[src/logic/axi_pkg.sv]
`default_nettype none

package axi_pkg;

  typedef logic [31:0] axi_addr_t;
  typedef logic [31:0] axi_data_t;
  typedef logic [3:0]  axi_strb_t;
  typedef logic [3:0]  axi_id_t;
  // Master prefix on top of the master ID
  typedef logic [7:0]  axi_ids_t;
  typedef logic [7:0]  axi_len_t;
  typedef logic [2:0]  axi_size_t;
  typedef logic [1:0]  axi_burst_t;
  typedef logic [1:0]  axi_resp_t;

  localparam axi_burst_t BURST_FIXED = 2'b00;
  localparam axi_burst_t BURST_INCR  = 2'b01;
  localparam axi_burst_t BURST_WRAP  = 2'b10;

  localparam axi_resp_t RESP_OKAY   = 2'b00;
  localparam axi_resp_t RESP_SLVERR = 2'b10;
  localparam axi_resp_t RESP_DECERR = 2'b11;

  localparam axi_id_t AXI_MASTER_1_ID = 4'b0001;

  // 4 KiB windows
  localparam axi_addr_t SLAVE0_BASE = 32'h0000_0000;
  localparam axi_addr_t SLAVE1_BASE = 32'h0000_1000;

  typedef enum logic [1:0] {SLAVE_0, SLAVE_1, SLAVE_2} addr_dec_result_t;

  typedef enum logic {LOCK_FREE, LOCK_M1} addr_arb_lock_t;

  typedef enum logic [1:0] {BANK_IDLE, BANK_DATA, BANK_RESP} bank_state_t;

  // Anything outside both windows goes to the default slave
  function automatic addr_dec_result_t addr_decode(axi_addr_t addr);
    if (addr[31:12] == SLAVE0_BASE[31:12]) begin
      return SLAVE_0;
    end
    if (addr[31:12] == SLAVE1_BASE[31:12]) begin
      return SLAVE_1;
    end
    return SLAVE_2;
  endfunction

endpackage

`default_nettype wire

[src/logic/aw_router.sv]
`timescale 1ns/1ps
`default_nettype none

module aw_router (
  input  logic                      clk,
  input  logic                      rstn,
  input  axi_pkg::axi_id_t          aw_id,
  input  axi_pkg::axi_addr_t        aw_addr,
  input  axi_pkg::axi_len_t         aw_len,
  input  axi_pkg::axi_size_t        aw_size,
  input  axi_pkg::axi_burst_t       aw_burst,
  input  logic                      aw_valid,
  output logic                      aw_ready,
  input  logic                      b_done,
  input  logic                      awready_s0,
  input  logic                      awready_s1,
  input  logic                      awready_s2,
  output axi_pkg::axi_ids_t         awid_s0,
  output axi_pkg::axi_addr_t        awaddr_s0,
  output axi_pkg::axi_len_t         awlen_s0,
  output axi_pkg::axi_size_t        awsize_s0,
  output axi_pkg::axi_burst_t       awburst_s0,
  output logic                      awvalid_s0,
  output axi_pkg::axi_ids_t         awid_s1,
  output axi_pkg::axi_addr_t        awaddr_s1,
  output axi_pkg::axi_len_t         awlen_s1,
  output axi_pkg::axi_size_t        awsize_s1,
  output axi_pkg::axi_burst_t       awburst_s1,
  output logic                      awvalid_s1,
  output axi_pkg::axi_ids_t         awid_s2,
  output axi_pkg::axi_addr_t        awaddr_s2,
  output axi_pkg::axi_len_t         awlen_s2,
  output axi_pkg::axi_size_t        awsize_s2,
  output axi_pkg::axi_burst_t       awburst_s2,
  output logic                      awvalid_s2,
  output axi_pkg::addr_dec_result_t aw_sel,
  output logic                      aw_fire
);

  axi_pkg::addr_arb_lock_t lock_state;
  axi_pkg::addr_arb_lock_t lock_next;
  axi_pkg::axi_ids_t       awid_m;
  logic                    req_valid;
  logic                    slave_ready;
  logic                    lock_q;

  assign awid_m  = {axi_pkg::AXI_MASTER_1_ID, aw_id};
  assign aw_sel  = axi_pkg::addr_decode(aw_addr);
  assign aw_fire = req_valid & slave_ready;

  always_ff @(posedge clk or negedge rstn) begin
    if (!rstn) begin
      lock_state <= axi_pkg::LOCK_FREE;
    end else begin
      lock_state <= lock_next;
    end
  end

  // Hold the request until the selected slave takes it
  always_comb begin
    case (lock_state)
      axi_pkg::LOCK_FREE: lock_next = (aw_valid && !lock_q && !aw_fire) ?
                                      axi_pkg::LOCK_M1 : axi_pkg::LOCK_FREE;
      axi_pkg::LOCK_M1:   lock_next = aw_fire ? axi_pkg::LOCK_FREE : axi_pkg::LOCK_M1;
      default:            lock_next = axi_pkg::LOCK_FREE;
    endcase
  end

  // Blocks new addresses while a write waits for its response
  always_ff @(posedge clk or negedge rstn) begin
    if (!rstn) begin
      lock_q <= 1'b0;
    end else if (lock_q) begin
      lock_q <= ~b_done;
    end else begin
      lock_q <= aw_fire;
    end
  end

  always_comb begin
    req_valid = 1'b0;
    aw_ready  = 1'b0;
    case (lock_state)
      axi_pkg::LOCK_FREE: begin
        if (aw_valid && !lock_q) begin
          req_valid = 1'b1;
          aw_ready  = slave_ready;
        end
      end
      // Locked request stays granted until the slave takes it
      axi_pkg::LOCK_M1: begin
        req_valid = 1'b1;
        aw_ready  = slave_ready;
      end
      default: ;
    endcase
  end

  // Fan-out, idle slaves see zeros
  always_comb begin
    {awid_s0, awid_s1, awid_s2}       = '0;
    {awaddr_s0, awaddr_s1, awaddr_s2} = '0;
    {awlen_s0, awlen_s1, awlen_s2}    = '0;
    {awsize_s0, awsize_s1, awsize_s2} = '0;
    {awburst_s0, awburst_s1, awburst_s2} = '0;
    {awvalid_s0, awvalid_s1, awvalid_s2} = '0;
    slave_ready = 1'b0;
    case (aw_sel)
      axi_pkg::SLAVE_0: begin
        {awid_s0, awaddr_s0, awlen_s0} = {awid_m, aw_addr, aw_len};
        {awsize_s0, awburst_s0, awvalid_s0} = {aw_size, aw_burst, req_valid};
        slave_ready = awready_s0;
      end
      axi_pkg::SLAVE_1: begin
        {awid_s1, awaddr_s1, awlen_s1} = {awid_m, aw_addr, aw_len};
        {awsize_s1, awburst_s1, awvalid_s1} = {aw_size, aw_burst, req_valid};
        slave_ready = awready_s1;
      end
      default: begin
        {awid_s2, awaddr_s2, awlen_s2} = {awid_m, aw_addr, aw_len};
        {awsize_s2, awburst_s2, awvalid_s2} = {aw_size, aw_burst, req_valid};
        slave_ready = awready_s2;
      end
    endcase
  end

  a_aw_valid_hold: assert property (@(posedge clk) disable iff (!rstn)
    aw_valid && !aw_ready |=> aw_valid);

endmodule

`default_nettype wire

[src/logic/wb_router.sv]
`timescale 1ns/1ps
`default_nettype none

module wb_router (
  input  logic                      clk,
  input  logic                      rstn,
  input  axi_pkg::addr_dec_result_t aw_sel,
  input  logic                      aw_fire,
  input  axi_pkg::axi_data_t        w_data,
  input  axi_pkg::axi_strb_t        w_strb,
  input  logic                      w_last,
  input  logic                      w_valid,
  output logic                      w_ready,
  output axi_pkg::axi_id_t          b_id,
  output axi_pkg::axi_resp_t        b_resp,
  output logic                      b_valid,
  input  logic                      b_ready,
  output logic                      b_done,
  output axi_pkg::axi_data_t        wdata_s0,
  output axi_pkg::axi_strb_t        wstrb_s0,
  output logic                      wlast_s0,
  output logic                      wvalid_s0,
  input  logic                      wready_s0,
  input  axi_pkg::axi_ids_t         bid_s0,
  input  axi_pkg::axi_resp_t        bresp_s0,
  input  logic                      bvalid_s0,
  output logic                      bready_s0,
  output axi_pkg::axi_data_t        wdata_s1,
  output axi_pkg::axi_strb_t        wstrb_s1,
  output logic                      wlast_s1,
  output logic                      wvalid_s1,
  input  logic                      wready_s1,
  input  axi_pkg::axi_ids_t         bid_s1,
  input  axi_pkg::axi_resp_t        bresp_s1,
  input  logic                      bvalid_s1,
  output logic                      bready_s1,
  output axi_pkg::axi_data_t        wdata_s2,
  output axi_pkg::axi_strb_t        wstrb_s2,
  output logic                      wlast_s2,
  output logic                      wvalid_s2,
  input  logic                      wready_s2,
  input  axi_pkg::axi_ids_t         bid_s2,
  input  axi_pkg::axi_resp_t        bresp_s2,
  input  logic                      bvalid_s2,
  output logic                      bready_s2
);

  axi_pkg::addr_dec_result_t sel_q;
  axi_pkg::axi_ids_t         bid_m;
  logic                      open_q;

  assign b_done = b_valid & b_ready;
  // Drop the master prefix
  assign b_id   = axi_pkg::axi_id_t'(bid_m);

  // Target of the accepted address, kept until the response is taken
  always_ff @(posedge clk or negedge rstn) begin
    if (!rstn) begin
      open_q <= 1'b0;
      sel_q  <= axi_pkg::SLAVE_2;
    end else if (aw_fire) begin
      open_q <= 1'b1;
      sel_q  <= aw_sel;
    end else if (b_done) begin
      open_q <= 1'b0;
      sel_q  <= axi_pkg::SLAVE_2;
    end
  end

  always_comb begin
    {wdata_s0, wdata_s1, wdata_s2}    = '0;
    {wstrb_s0, wstrb_s1, wstrb_s2}    = '0;
    {wlast_s0, wlast_s1, wlast_s2}    = '0;
    {wvalid_s0, wvalid_s1, wvalid_s2} = '0;
    {bready_s0, bready_s1, bready_s2} = '0;
    w_ready = 1'b0;
    b_valid = 1'b0;
    bid_m   = '0;
    b_resp  = axi_pkg::RESP_OKAY;
    if (open_q) begin
      case (sel_q)
        axi_pkg::SLAVE_0: begin
          {wdata_s0, wstrb_s0, wlast_s0, wvalid_s0} = {w_data, w_strb, w_last, w_valid};
          bready_s0 = b_ready;
          {w_ready, b_valid, bid_m, b_resp} = {wready_s0, bvalid_s0, bid_s0, bresp_s0};
        end
        axi_pkg::SLAVE_1: begin
          {wdata_s1, wstrb_s1, wlast_s1, wvalid_s1} = {w_data, w_strb, w_last, w_valid};
          bready_s1 = b_ready;
          {w_ready, b_valid, bid_m, b_resp} = {wready_s1, bvalid_s1, bid_s1, bresp_s1};
        end
        default: begin
          {wdata_s2, wstrb_s2, wlast_s2, wvalid_s2} = {w_data, w_strb, w_last, w_valid};
          bready_s2 = b_ready;
          {w_ready, b_valid, bid_m, b_resp} = {wready_s2, bvalid_s2, bid_s2, bresp_s2};
        end
      endcase
    end
  end

  // One write at a time across the whole crossbar
  a_single_open: assert property (@(posedge clk) disable iff (!rstn)
    aw_fire |-> !open_q);

endmodule

`default_nettype wire

[src/logic/axi_reg_bank.sv]
`timescale 1ns/1ps
`default_nettype none

module axi_reg_bank #(
  parameter int NUM_REGS = 4
) (
  input  logic                    clk,
  input  logic                    rstn,
  input  axi_pkg::axi_ids_t       awid,
  input  axi_pkg::axi_addr_t      awaddr,
  input  axi_pkg::axi_len_t       awlen,
  input  axi_pkg::axi_burst_t     awburst,
  input  logic                    awvalid,
  output logic                    awready,
  input  axi_pkg::axi_data_t      wdata,
  input  axi_pkg::axi_strb_t      wstrb,
  input  logic                    wlast,
  input  logic                    wvalid,
  output logic                    wready,
  output axi_pkg::axi_ids_t       bid,
  output axi_pkg::axi_resp_t      bresp,
  output logic                    bvalid,
  input  logic                    bready,
  output logic [NUM_REGS*32-1:0]  regs
);

  axi_pkg::bank_state_t state;
  axi_pkg::axi_len_t    len_q;
  axi_pkg::axi_len_t    beat;
  logic [9:0]           off_q;
  logic [10:0]          idx;
  logic                 incr_q;
  logic                 err_q;
  logic                 w_hs;
  logic                 beat_ok;

  assign w_hs    = wvalid & wready;
  // Word index of the current beat
  assign idx     = {1'b0, off_q} + {3'b000, beat};
  assign beat_ok = incr_q && (idx < NUM_REGS);
  assign bresp   = err_q ? axi_pkg::RESP_SLVERR : axi_pkg::RESP_OKAY;

  always_ff @(posedge clk) begin
    if (awvalid && awready) begin
      bid    <= awid;
      len_q  <= awlen;
      off_q  <= awaddr[11:2];
      incr_q <= (awburst == axi_pkg::BURST_INCR);
    end
  end

  always_ff @(posedge clk or negedge rstn) begin
    if (!rstn) begin
      state   <= axi_pkg::BANK_IDLE;
      awready <= 1'b0;
      wready  <= 1'b0;
      bvalid  <= 1'b0;
      beat    <= '0;
      err_q   <= 1'b0;
    end else begin
      case (state)
        axi_pkg::BANK_IDLE: begin
          if (awvalid && awready) begin
            state   <= axi_pkg::BANK_DATA;
            awready <= 1'b0;
            wready  <= 1'b1;
            beat    <= '0;
            err_q   <= 1'b0;
          end else begin
            awready <= 1'b1;
          end
        end
        axi_pkg::BANK_DATA: begin
          if (w_hs) begin
            beat  <= beat + 1'b1;
            // Dropped beat or wlast on the wrong beat
            err_q <= err_q | ~beat_ok | (wlast ^ (beat == len_q));
            if (wlast || beat == len_q) begin
              state  <= axi_pkg::BANK_RESP;
              wready <= 1'b0;
              bvalid <= 1'b1;
            end
          end
        end
        axi_pkg::BANK_RESP: begin
          if (bready) begin
            state   <= axi_pkg::BANK_IDLE;
            bvalid  <= 1'b0;
            awready <= 1'b1;
          end
        end
        default: state <= axi_pkg::BANK_IDLE;
      endcase
    end
  end

  always_ff @(posedge clk or negedge rstn) begin
    if (!rstn) begin
      regs <= '0;
    end else if (w_hs && beat_ok) begin
      for (int b = 0; b < 4; b++) begin
        if (wstrb[b]) begin
          regs[idx*32 + b*8 +: 8] <= wdata[b*8 +: 8];
        end
      end
    end
  end

  // Address must be held until this bank takes it
  a_aw_hold: assert property (@(posedge clk) disable iff (!rstn)
    awvalid && !awready |=> awvalid && $stable(awaddr) && $stable(awid));

endmodule

`default_nettype wire

[src/logic/axi_default_slave.sv]
`timescale 1ns/1ps
`default_nettype none

module axi_default_slave (
  input  logic               clk,
  input  logic               rstn,
  input  axi_pkg::axi_ids_t  awid,
  input  logic               awvalid,
  output logic               awready,
  input  logic               wlast,
  input  logic               wvalid,
  output logic               wready,
  output axi_pkg::axi_ids_t  bid,
  output axi_pkg::axi_resp_t bresp,
  output logic               bvalid,
  input  logic               bready
);

  axi_pkg::bank_state_t state;

  // No target behind this address
  assign bresp = axi_pkg::RESP_DECERR;

  always_ff @(posedge clk) begin
    if (awvalid && awready) begin
      bid <= awid;
    end
  end

  always_ff @(posedge clk or negedge rstn) begin
    if (!rstn) begin
      state   <= axi_pkg::BANK_IDLE;
      awready <= 1'b0;
      wready  <= 1'b0;
      bvalid  <= 1'b0;
    end else begin
      case (state)
        axi_pkg::BANK_IDLE: begin
          if (awvalid && awready) begin
            state   <= axi_pkg::BANK_DATA;
            awready <= 1'b0;
            wready  <= 1'b1;
          end else begin
            awready <= 1'b1;
          end
        end
        // Drain until wlast
        axi_pkg::BANK_DATA: begin
          if (wvalid && wready && wlast) begin
            state  <= axi_pkg::BANK_RESP;
            wready <= 1'b0;
            bvalid <= 1'b1;
          end
        end
        axi_pkg::BANK_RESP: begin
          if (bready) begin
            state   <= axi_pkg::BANK_IDLE;
            bvalid  <= 1'b0;
            awready <= 1'b1;
          end
        end
        default: state <= axi_pkg::BANK_IDLE;
      endcase
    end
  end

endmodule

`default_nettype wire

[src/logic/axi_write_xbar.sv]
`timescale 1ns/1ps
`default_nettype none

module axi_write_xbar #(
  parameter int NUM_REGS = 4
) (
  input  logic                   clk,
  input  logic                   rstn,
  input  axi_pkg::axi_id_t       aw_id,
  input  axi_pkg::axi_addr_t     aw_addr,
  input  axi_pkg::axi_len_t      aw_len,
  input  axi_pkg::axi_size_t     aw_size,
  input  axi_pkg::axi_burst_t    aw_burst,
  input  logic                   aw_valid,
  output logic                   aw_ready,
  input  axi_pkg::axi_data_t     w_data,
  input  axi_pkg::axi_strb_t     w_strb,
  input  logic                   w_last,
  input  logic                   w_valid,
  output logic                   w_ready,
  output axi_pkg::axi_id_t       b_id,
  output axi_pkg::axi_resp_t     b_resp,
  output logic                   b_valid,
  input  logic                   b_ready,
  output logic [NUM_REGS*32-1:0] regs_s0,
  output logic [NUM_REGS*32-1:0] regs_s1
);

  axi_pkg::addr_dec_result_t aw_sel;
  logic                      aw_fire, b_done;
  axi_pkg::axi_ids_t         awid_s0, awid_s1, awid_s2;
  axi_pkg::axi_addr_t        awaddr_s0, awaddr_s1;
  axi_pkg::axi_len_t         awlen_s0, awlen_s1;
  axi_pkg::axi_burst_t       awburst_s0, awburst_s1;
  logic                      awvalid_s0, awvalid_s1, awvalid_s2;
  logic                      awready_s0, awready_s1, awready_s2;
  axi_pkg::axi_data_t        wdata_s0, wdata_s1;
  axi_pkg::axi_strb_t        wstrb_s0, wstrb_s1;
  logic                      wlast_s0, wlast_s1, wlast_s2;
  logic                      wvalid_s0, wvalid_s1, wvalid_s2;
  logic                      wready_s0, wready_s1, wready_s2;
  axi_pkg::axi_ids_t         bid_s0, bid_s1, bid_s2;
  axi_pkg::axi_resp_t        bresp_s0, bresp_s1, bresp_s2;
  logic                      bvalid_s0, bvalid_s1, bvalid_s2;
  logic                      bready_s0, bready_s1, bready_s2;

  // Default slave ignores address, size and data
  aw_router u_aw_router (
    .clk, .rstn, .aw_id, .aw_addr, .aw_len, .aw_size, .aw_burst, .aw_valid, .aw_ready,
    .b_done, .awready_s0, .awready_s1, .awready_s2,
    .awid_s0, .awaddr_s0, .awlen_s0, .awsize_s0(), .awburst_s0, .awvalid_s0,
    .awid_s1, .awaddr_s1, .awlen_s1, .awsize_s1(), .awburst_s1, .awvalid_s1,
    .awid_s2, .awaddr_s2(), .awlen_s2(), .awsize_s2(), .awburst_s2(), .awvalid_s2,
    .aw_sel, .aw_fire
  );

  wb_router u_wb_router (
    .clk, .rstn, .aw_sel, .aw_fire, .w_data, .w_strb, .w_last, .w_valid, .w_ready,
    .b_id, .b_resp, .b_valid, .b_ready, .b_done,
    .wdata_s0, .wstrb_s0, .wlast_s0, .wvalid_s0, .wready_s0,
    .bid_s0, .bresp_s0, .bvalid_s0, .bready_s0,
    .wdata_s1, .wstrb_s1, .wlast_s1, .wvalid_s1, .wready_s1,
    .bid_s1, .bresp_s1, .bvalid_s1, .bready_s1,
    .wdata_s2(), .wstrb_s2(), .wlast_s2, .wvalid_s2, .wready_s2,
    .bid_s2, .bresp_s2, .bvalid_s2, .bready_s2
  );

  axi_reg_bank #(.NUM_REGS(NUM_REGS)) u_bank0 (
    .clk, .rstn, .awid(awid_s0), .awaddr(awaddr_s0), .awlen(awlen_s0),
    .awburst(awburst_s0), .awvalid(awvalid_s0), .awready(awready_s0),
    .wdata(wdata_s0), .wstrb(wstrb_s0), .wlast(wlast_s0), .wvalid(wvalid_s0),
    .wready(wready_s0), .bid(bid_s0), .bresp(bresp_s0), .bvalid(bvalid_s0),
    .bready(bready_s0), .regs(regs_s0)
  );

  axi_reg_bank #(.NUM_REGS(NUM_REGS)) u_bank1 (
    .clk, .rstn, .awid(awid_s1), .awaddr(awaddr_s1), .awlen(awlen_s1),
    .awburst(awburst_s1), .awvalid(awvalid_s1), .awready(awready_s1),
    .wdata(wdata_s1), .wstrb(wstrb_s1), .wlast(wlast_s1), .wvalid(wvalid_s1),
    .wready(wready_s1), .bid(bid_s1), .bresp(bresp_s1), .bvalid(bvalid_s1),
    .bready(bready_s1), .regs(regs_s1)
  );

  axi_default_slave u_default_slave (
    .clk, .rstn, .awid(awid_s2), .awvalid(awvalid_s2), .awready(awready_s2),
    .wlast(wlast_s2), .wvalid(wvalid_s2), .wready(wready_s2),
    .bid(bid_s2), .bresp(bresp_s2), .bvalid(bvalid_s2), .bready(bready_s2)
  );

endmodule

`default_nettype wire

[config.mk]
export PLATFORM = sky130hd
export DESIGN_NAME = axi_write_xbar
export DESIGN_NICKNAME = d
export VERILOG_FILES = /design/src/logic/axi_pkg.sv /design/src/logic/aw_router.sv /design/src/logic/wb_router.sv /design/src/logic/axi_reg_bank.sv /design/src/logic/axi_default_slave.sv /design/src/logic/axi_write_xbar.sv
export SDC_FILE = /design/constraint.sdc
export NUM_CORES = 1
export LEC_CHECK = 0
export BUFFER_PORTS_ARGS = -buffer_cell sky130_fd_sc_hd__buf_2
export CORE_MARGIN = 1.5
export CORE_UTILIZATION = 40
export CTS_BUF_LIST = sky130_fd_sc_hd__clkbuf_4 sky130_fd_sc_hd__clkbuf_8 sky130_fd_sc_hd__clkbuf_16
export CTS_CLUSTER_SIZE = 28
export DETAILED_ROUTE_END_ITERATION = 10
export PLACE_DENSITY = 0.73
export RECOVER_POWER = 50
export SKIP_LAST_GASP = 1
export SLEW_MARGIN = 20
export SYNTH_ARGS = -nofsm -noshare
export SYNTH_HDL_FRONTEND = slang
export SYNTH_SLANG_ARGS = --single-unit
[constraint.sdc]
create_clock -name clk -period 6.7 [get_ports clk]
set_input_delay 0 -clock clk [delete_from_list [all_inputs] [get_ports clk]]
set_output_delay 0 -clock clk [all_outputs]
set_load 0.05 [all_outputs]
# After elaboration in Yosys (flattened, before gate mapping)
# Index checks and enable logic that the tools add are counted.
[word_totals]
regBits = 344
input_bits = 91
[op_classes]
mux = 140
addsub = 18
shift = 16
reduce_logical = 47
bitwise = 14
order_cmp = 2
eq_ne = 24
[op_table]
columns = ["operator", "count"]
rows = [
  ["$mux W128", 14],
  ["$bwmux W128", 8],
  ["$shift A8 B34 Y128 const A", 8],
  ["$shiftx A8 B34 Y128", 8],
  ["$neg A32 Y34", 6],
  ["$mux W32", 4],
  ["$add A16 B5 Y17 const B", 4],
  ["$neg A16 Y34", 2],
  ["$mux W1", 59],
  ["$mux W2", 22],
  ["$add A16 B4 Y17 const B", 2],
  ["$pmux W1 S2", 17],
  ["$mux W8", 4],
  ["$pmux W8 S2", 2],
  ["$reduce_and A4 Y1", 6],
  ["$add A10 B8 Y11", 2],
  ["$lt A11 B3 Y1 const B", 2],
  ["$eq A20 B1 Y1 const B", 1],
  ["$logic_not A20 Y1", 1],
  ["$mux W4", 5],
  ["$reduce_bool A2 Y1", 10],
  ["$pmux W2 S3", 3],
  ["$add A8 B1 Y8 const B", 2],
  ["$eq A8 B8 Y1", 2],
  ["17 further kinds", 67],
]

# Logic depth before layout (Yosys ltp)
[depth]
depth_word = 15
depth_mapped = 16

# Modules after synthesis
# A second synthesis with hierarchy kept.
[unflattened]
hier_cells = 1792
area_unflattened_um2 = 18504.0
[by_module_without_submodules]
columns = ["module", "area_each_um2", "cells_each", "instances", "seq_area_each_um2"]
rows = [
  ["axi_reg_bank (u_bank0)", 7863.8, 684, 1, 4364.2],
  ["axi_reg_bank (u_bank1)", 7628.6, 689, 1, 4364.2],
  ["aw_router", 1282.5, 195, 1, 50.0],
  ["wb_router", 1228.7, 189, 1, 76.3],
  ["axi_default_slave", 500.5, 35, 1, 365.4],
]

# Least setup slack after synthesis
# No wires, ideal clock.
[synth_path]
path_type = "reg-to-reg"
start = "reg u_bank1.beat[3]"
end = "reg u_bank1.regs[64]"
setup_slack_ps = 1763
synth_period_minus_slack_ps = 4937
required_ps = 6575
path_stages_with_launch = 16
arrival_ps = 4812
setup_time_ps = 125
n_path_buf = 0
path_cell_list = "dfrtp_1 ha_1 a21o_1 a21o_1 o211a_1 or4_1 a311oi_1 nand3_2 nor2_1 ha_1 nand2b_1 or4_1 mux2i_1 o21ai_1 a2111oi_4 mux2_2"
[synth_between]
elab_chain_len = 14
elab_cells_between_ends = 30
[synth_rtl]
columns = ["element", "line", "rtl"]
rows = [
  ["start, declared", "axi_reg_bank.sv:29", "axi_pkg::axi_len_t beat;"],
  ["start signal, assigned", "axi_reg_bank.sv:75", "beat <= beat + 1'b1;"],
  ["$add A10 B8 Y11 (*)", "axi_reg_bank.sv:39", "assign idx = {1'b0, off_q} + {3'b000, beat};"],
  ["parallel branches: the longest is 13 deep, another holds $neg A32 Y34", "-", ""],
  ["end signal, assigned by index", "axi_reg_bank.sv:103", "regs[idx*32 + b*8 +: 8] <= wdata[b*8 +: 8];"],
  ["end, declared", "axi_reg_bank.sv:24", "output logic [NUM_REGS*32-1:0] regs"],
]
# Every way passes the cells marked *. The select of a mux whose other input is x is not followed.
# A chain may end at the register's enable or synchronous reset.

# Worst setup path after layout
[layout_path]
start = "reg u_bank1.beat[0]"
end = "reg u_bank1.regs[101]"
# The elaborated chain is that of the path after synthesis.

==> impl_metrics.ini <==
[pwr]
power_density_nw_per_um2 = 236.7
power.total_w = 0.004850
ir_worst_vdd_uv = 253.7
leakage_nw = 9.743

[setup_path]
crit_required_ns = 7.12
start_kind = flip-flop
timing.rr.start = u_bank1.beat[0]
regToRegSetupSlack_ns = 1.13
r2r-end = u_bank1.regs[101]
criticalPathCategory = reg -> reg
rr_worst_depth = 17
cp_max_fo = 9
cp.arrival_ns = 5.99
endpoint_kind = flip-flop

[route]
drt-met1-wl_microns = 21860
drt_iter0_drc = 867
first_pass_iters = 5
met3_length_microns = 2942
drc = 0
wl_met2_microns = 22950
drt_wl_total_microns = 49680
vias_per_cell = 5.368
top_layer_used = met5
ant_nets = 0
wl_per_cell_microns = 20.49
num_vias = 13010

[synth]
ys_ff_latch = 344
synth.area.top_cells = dfrtp_1 44%, mux2_2 13%, edfxtp_1 9.0%
synth-edff-count = 50
synth_cell_types = 75
synth_top_area_share_pct = 44.02
ys_seq_area_share_pct = 53.20
async_flop_share_pct = 85.47
mappedNetlistArea_sq_um = 16650
synth_ff_type = dfrtp_1
synth_most_common_cell = dfrtp_1
synthesis.nets = 1581
syn_inst = 1462
syn_avg_cell_area_sq_um = 11.39
yosys-top-cells-count = 293 x dfrtp_1, 193 x mux2_2, 154 x nor2_1
yosysWarnings = 0
yosys.area.top_type = dfrtp_1

[final_layout]
fin_nets = 1983
fillers = 3725
fin_util_pct = 50.06
regArea_sq_um = 8861
multiInputGateArea_sq_um = 7352
area_delta_synth_final_pct = 23.02
drive_above_1_share_pct = 21.15
fin_cells = 2424

[timing]
holdWs_ns = 0.04445
worst_pin_slew_ns = 5.320
fin_crit_sh_pct = 83.09
finalHoldViolCount = 0
fmax_mhz = 179.6
clock_skew_ns = 0.02283
drv_slew = 190
grt_setup_unrepaired = false
maxSlewHeadroom_pct = -254.6
min_period_ns = 5.567
tns_ns = 0
finalSetupViolCount = 0

[global_routing]
overflow = 0
grt_max_degree = 174
grt_pass1_vias = 13070
grt_pass1_wl_microns = 76460
antenna_found_initial = 3
grt_usage_pct = 22.70

[worst_hold_path]
holdCritPathClass = in -> reg
hold_path_depth = 4
hold_end = u_bank0.regs[6]
min_from = w_data[6]

[floorplanning]
pin_count = 356
fp.dieH_microns = 207.1
dieArea_sq_um = 42870
rows = 74
start_util_pct = 40.70
core_sq_um = 40920
die_w_microns = 207.1

[status]
violations = capacitance limit, slew limit
status = finished, violations left

[placement]
gp_congestion = 0.8901
placement.io_buffers = 350
dpl.cell_count = 2297
hpwlAfterDp_microns = 36380

[clocking]
cts_tree = yes
clk_path_buf_depth = 3
cts-root-buf = clkbuf_16
postCtsSetupBuffers = 0
cts_resized = 0
cts_buffers = 39
htree_levels = 2
path_clk_slew_ns = 0.06
cts.sinks = 344
insertion_delay_ns = 0.55
postCtsHoldBufs = 58

[flow_run]
maxCapViolations = 2
## cells by family after synthesis
group | after synthesis | share of synthesized area [%]
AOI/OAI and AO/OA | 136 | 6.033
xor gates and xnor gates | 43 | 2.261
adders and majority gates | 28 | 2.194
buffers and inverters | 120 | 2.742
DFF | 344 | 53.20
muxes | 258 | 17.22
and+or+nand+nor | 533 | 16.35
## worst max path at each step
stage,start,to,slack (ns)
floorplan,u_bank1.beat[3],u_bank1.regs[64],1.76
global placement,u_bank1.beat[0],u_bank1.regs[38],1.38
detailed placement,u_bank1.beat[0],u_bank1.regs[101],1.18
CTS,u_bank1.beat[0],u_bank1.regs[101],1.14
global route,rstn,u_bank1.regs[65],0.49
finish,u_bank1.beat[0],u_bank1.regs[101],1.13
## cell usage in the layout, fill, tap and decap left out, drive strengths merged, types with 5 or more instances in the layout
cell type	count
a2111oi	6
nor3	17
or2	7
dlygate4sd3	58
mux2	204
nor4	25
and3	51
o21ai	44
buf	97
inv	67
nor2b	22
clkbuf	314
a21oi	23
mux2i	54
edfxtp	50
nor2	155
nand3	35
xor2	29
nand2	128
and2	46
o21a	6
a211oi	12
dfrtp	293
xnor2	14
a21o	7
ha	26
o211ai	5
clkinv	9
or4	8
nand4	16
## layout make-up
cell class,count,area share (%)
Clock buffer,55,5.563
Tap cell,532,3.249
Antenna cell,1,0.01221
Multi-Input combinational cell,998,35.88
Timing Repair Buffer,415,10.12
Clock inverter,13,0.7145
Sequential cell,344,43.25
Inverter,66,1.209
## registers in the layout (all words and copies together) (netlist names), 8 cells and up
signal and cells:
u_bank1.off_q 10, u_bank0.beat 8, u_bank1.beat 8, u_bank0.regs 128, u_bank1.regs 128, u_bank0.off_q 10
u_bank0.len_q 8, u_bank1.len_q 8
## per-stage QoR
stage	worst slack, ns	area [sq um]
after global placement	1.384	18950
after global routing	0.4941	20490
after CTS	1.142	20810
after detailed placement	1.177	18950
after floorplan	1.763	16650
final	1.133	20490
## per-layer routing
layer,global-route usage [%],vias to the layer above
met3,4.730,119
met4,10.17,6
met1,30.29,6473
met2,35.62,458
met5,0,-
li1,-,5957
## power by group
part | internal, W | switching, W
registers | 0.00215 | 0.0000214
logic | 0.000130 | 0.000409
clock network | 0.00130 | 0.000841
## critical path: stages, from the launching register on
cell,delay (ns)
dfrtp_1,0.47
ha_1,0.26
fa_1,0.43
a21oi_1,0.22
o21ai_0,0.28
o21ai_0,0.23
a21oi_1,0.21
a311oi_1,0.53
nand3_2,0.11
buf_4,0.22
nor2_1,0.12
ha_1,0.29
o2111a_1,0.23
o211ai_1,0.10
a211oi_1,0.30
o21ai_1,0.24
a211oi_2,0.77
mux2_2,0.42
(Power assumes the default switching activity.)
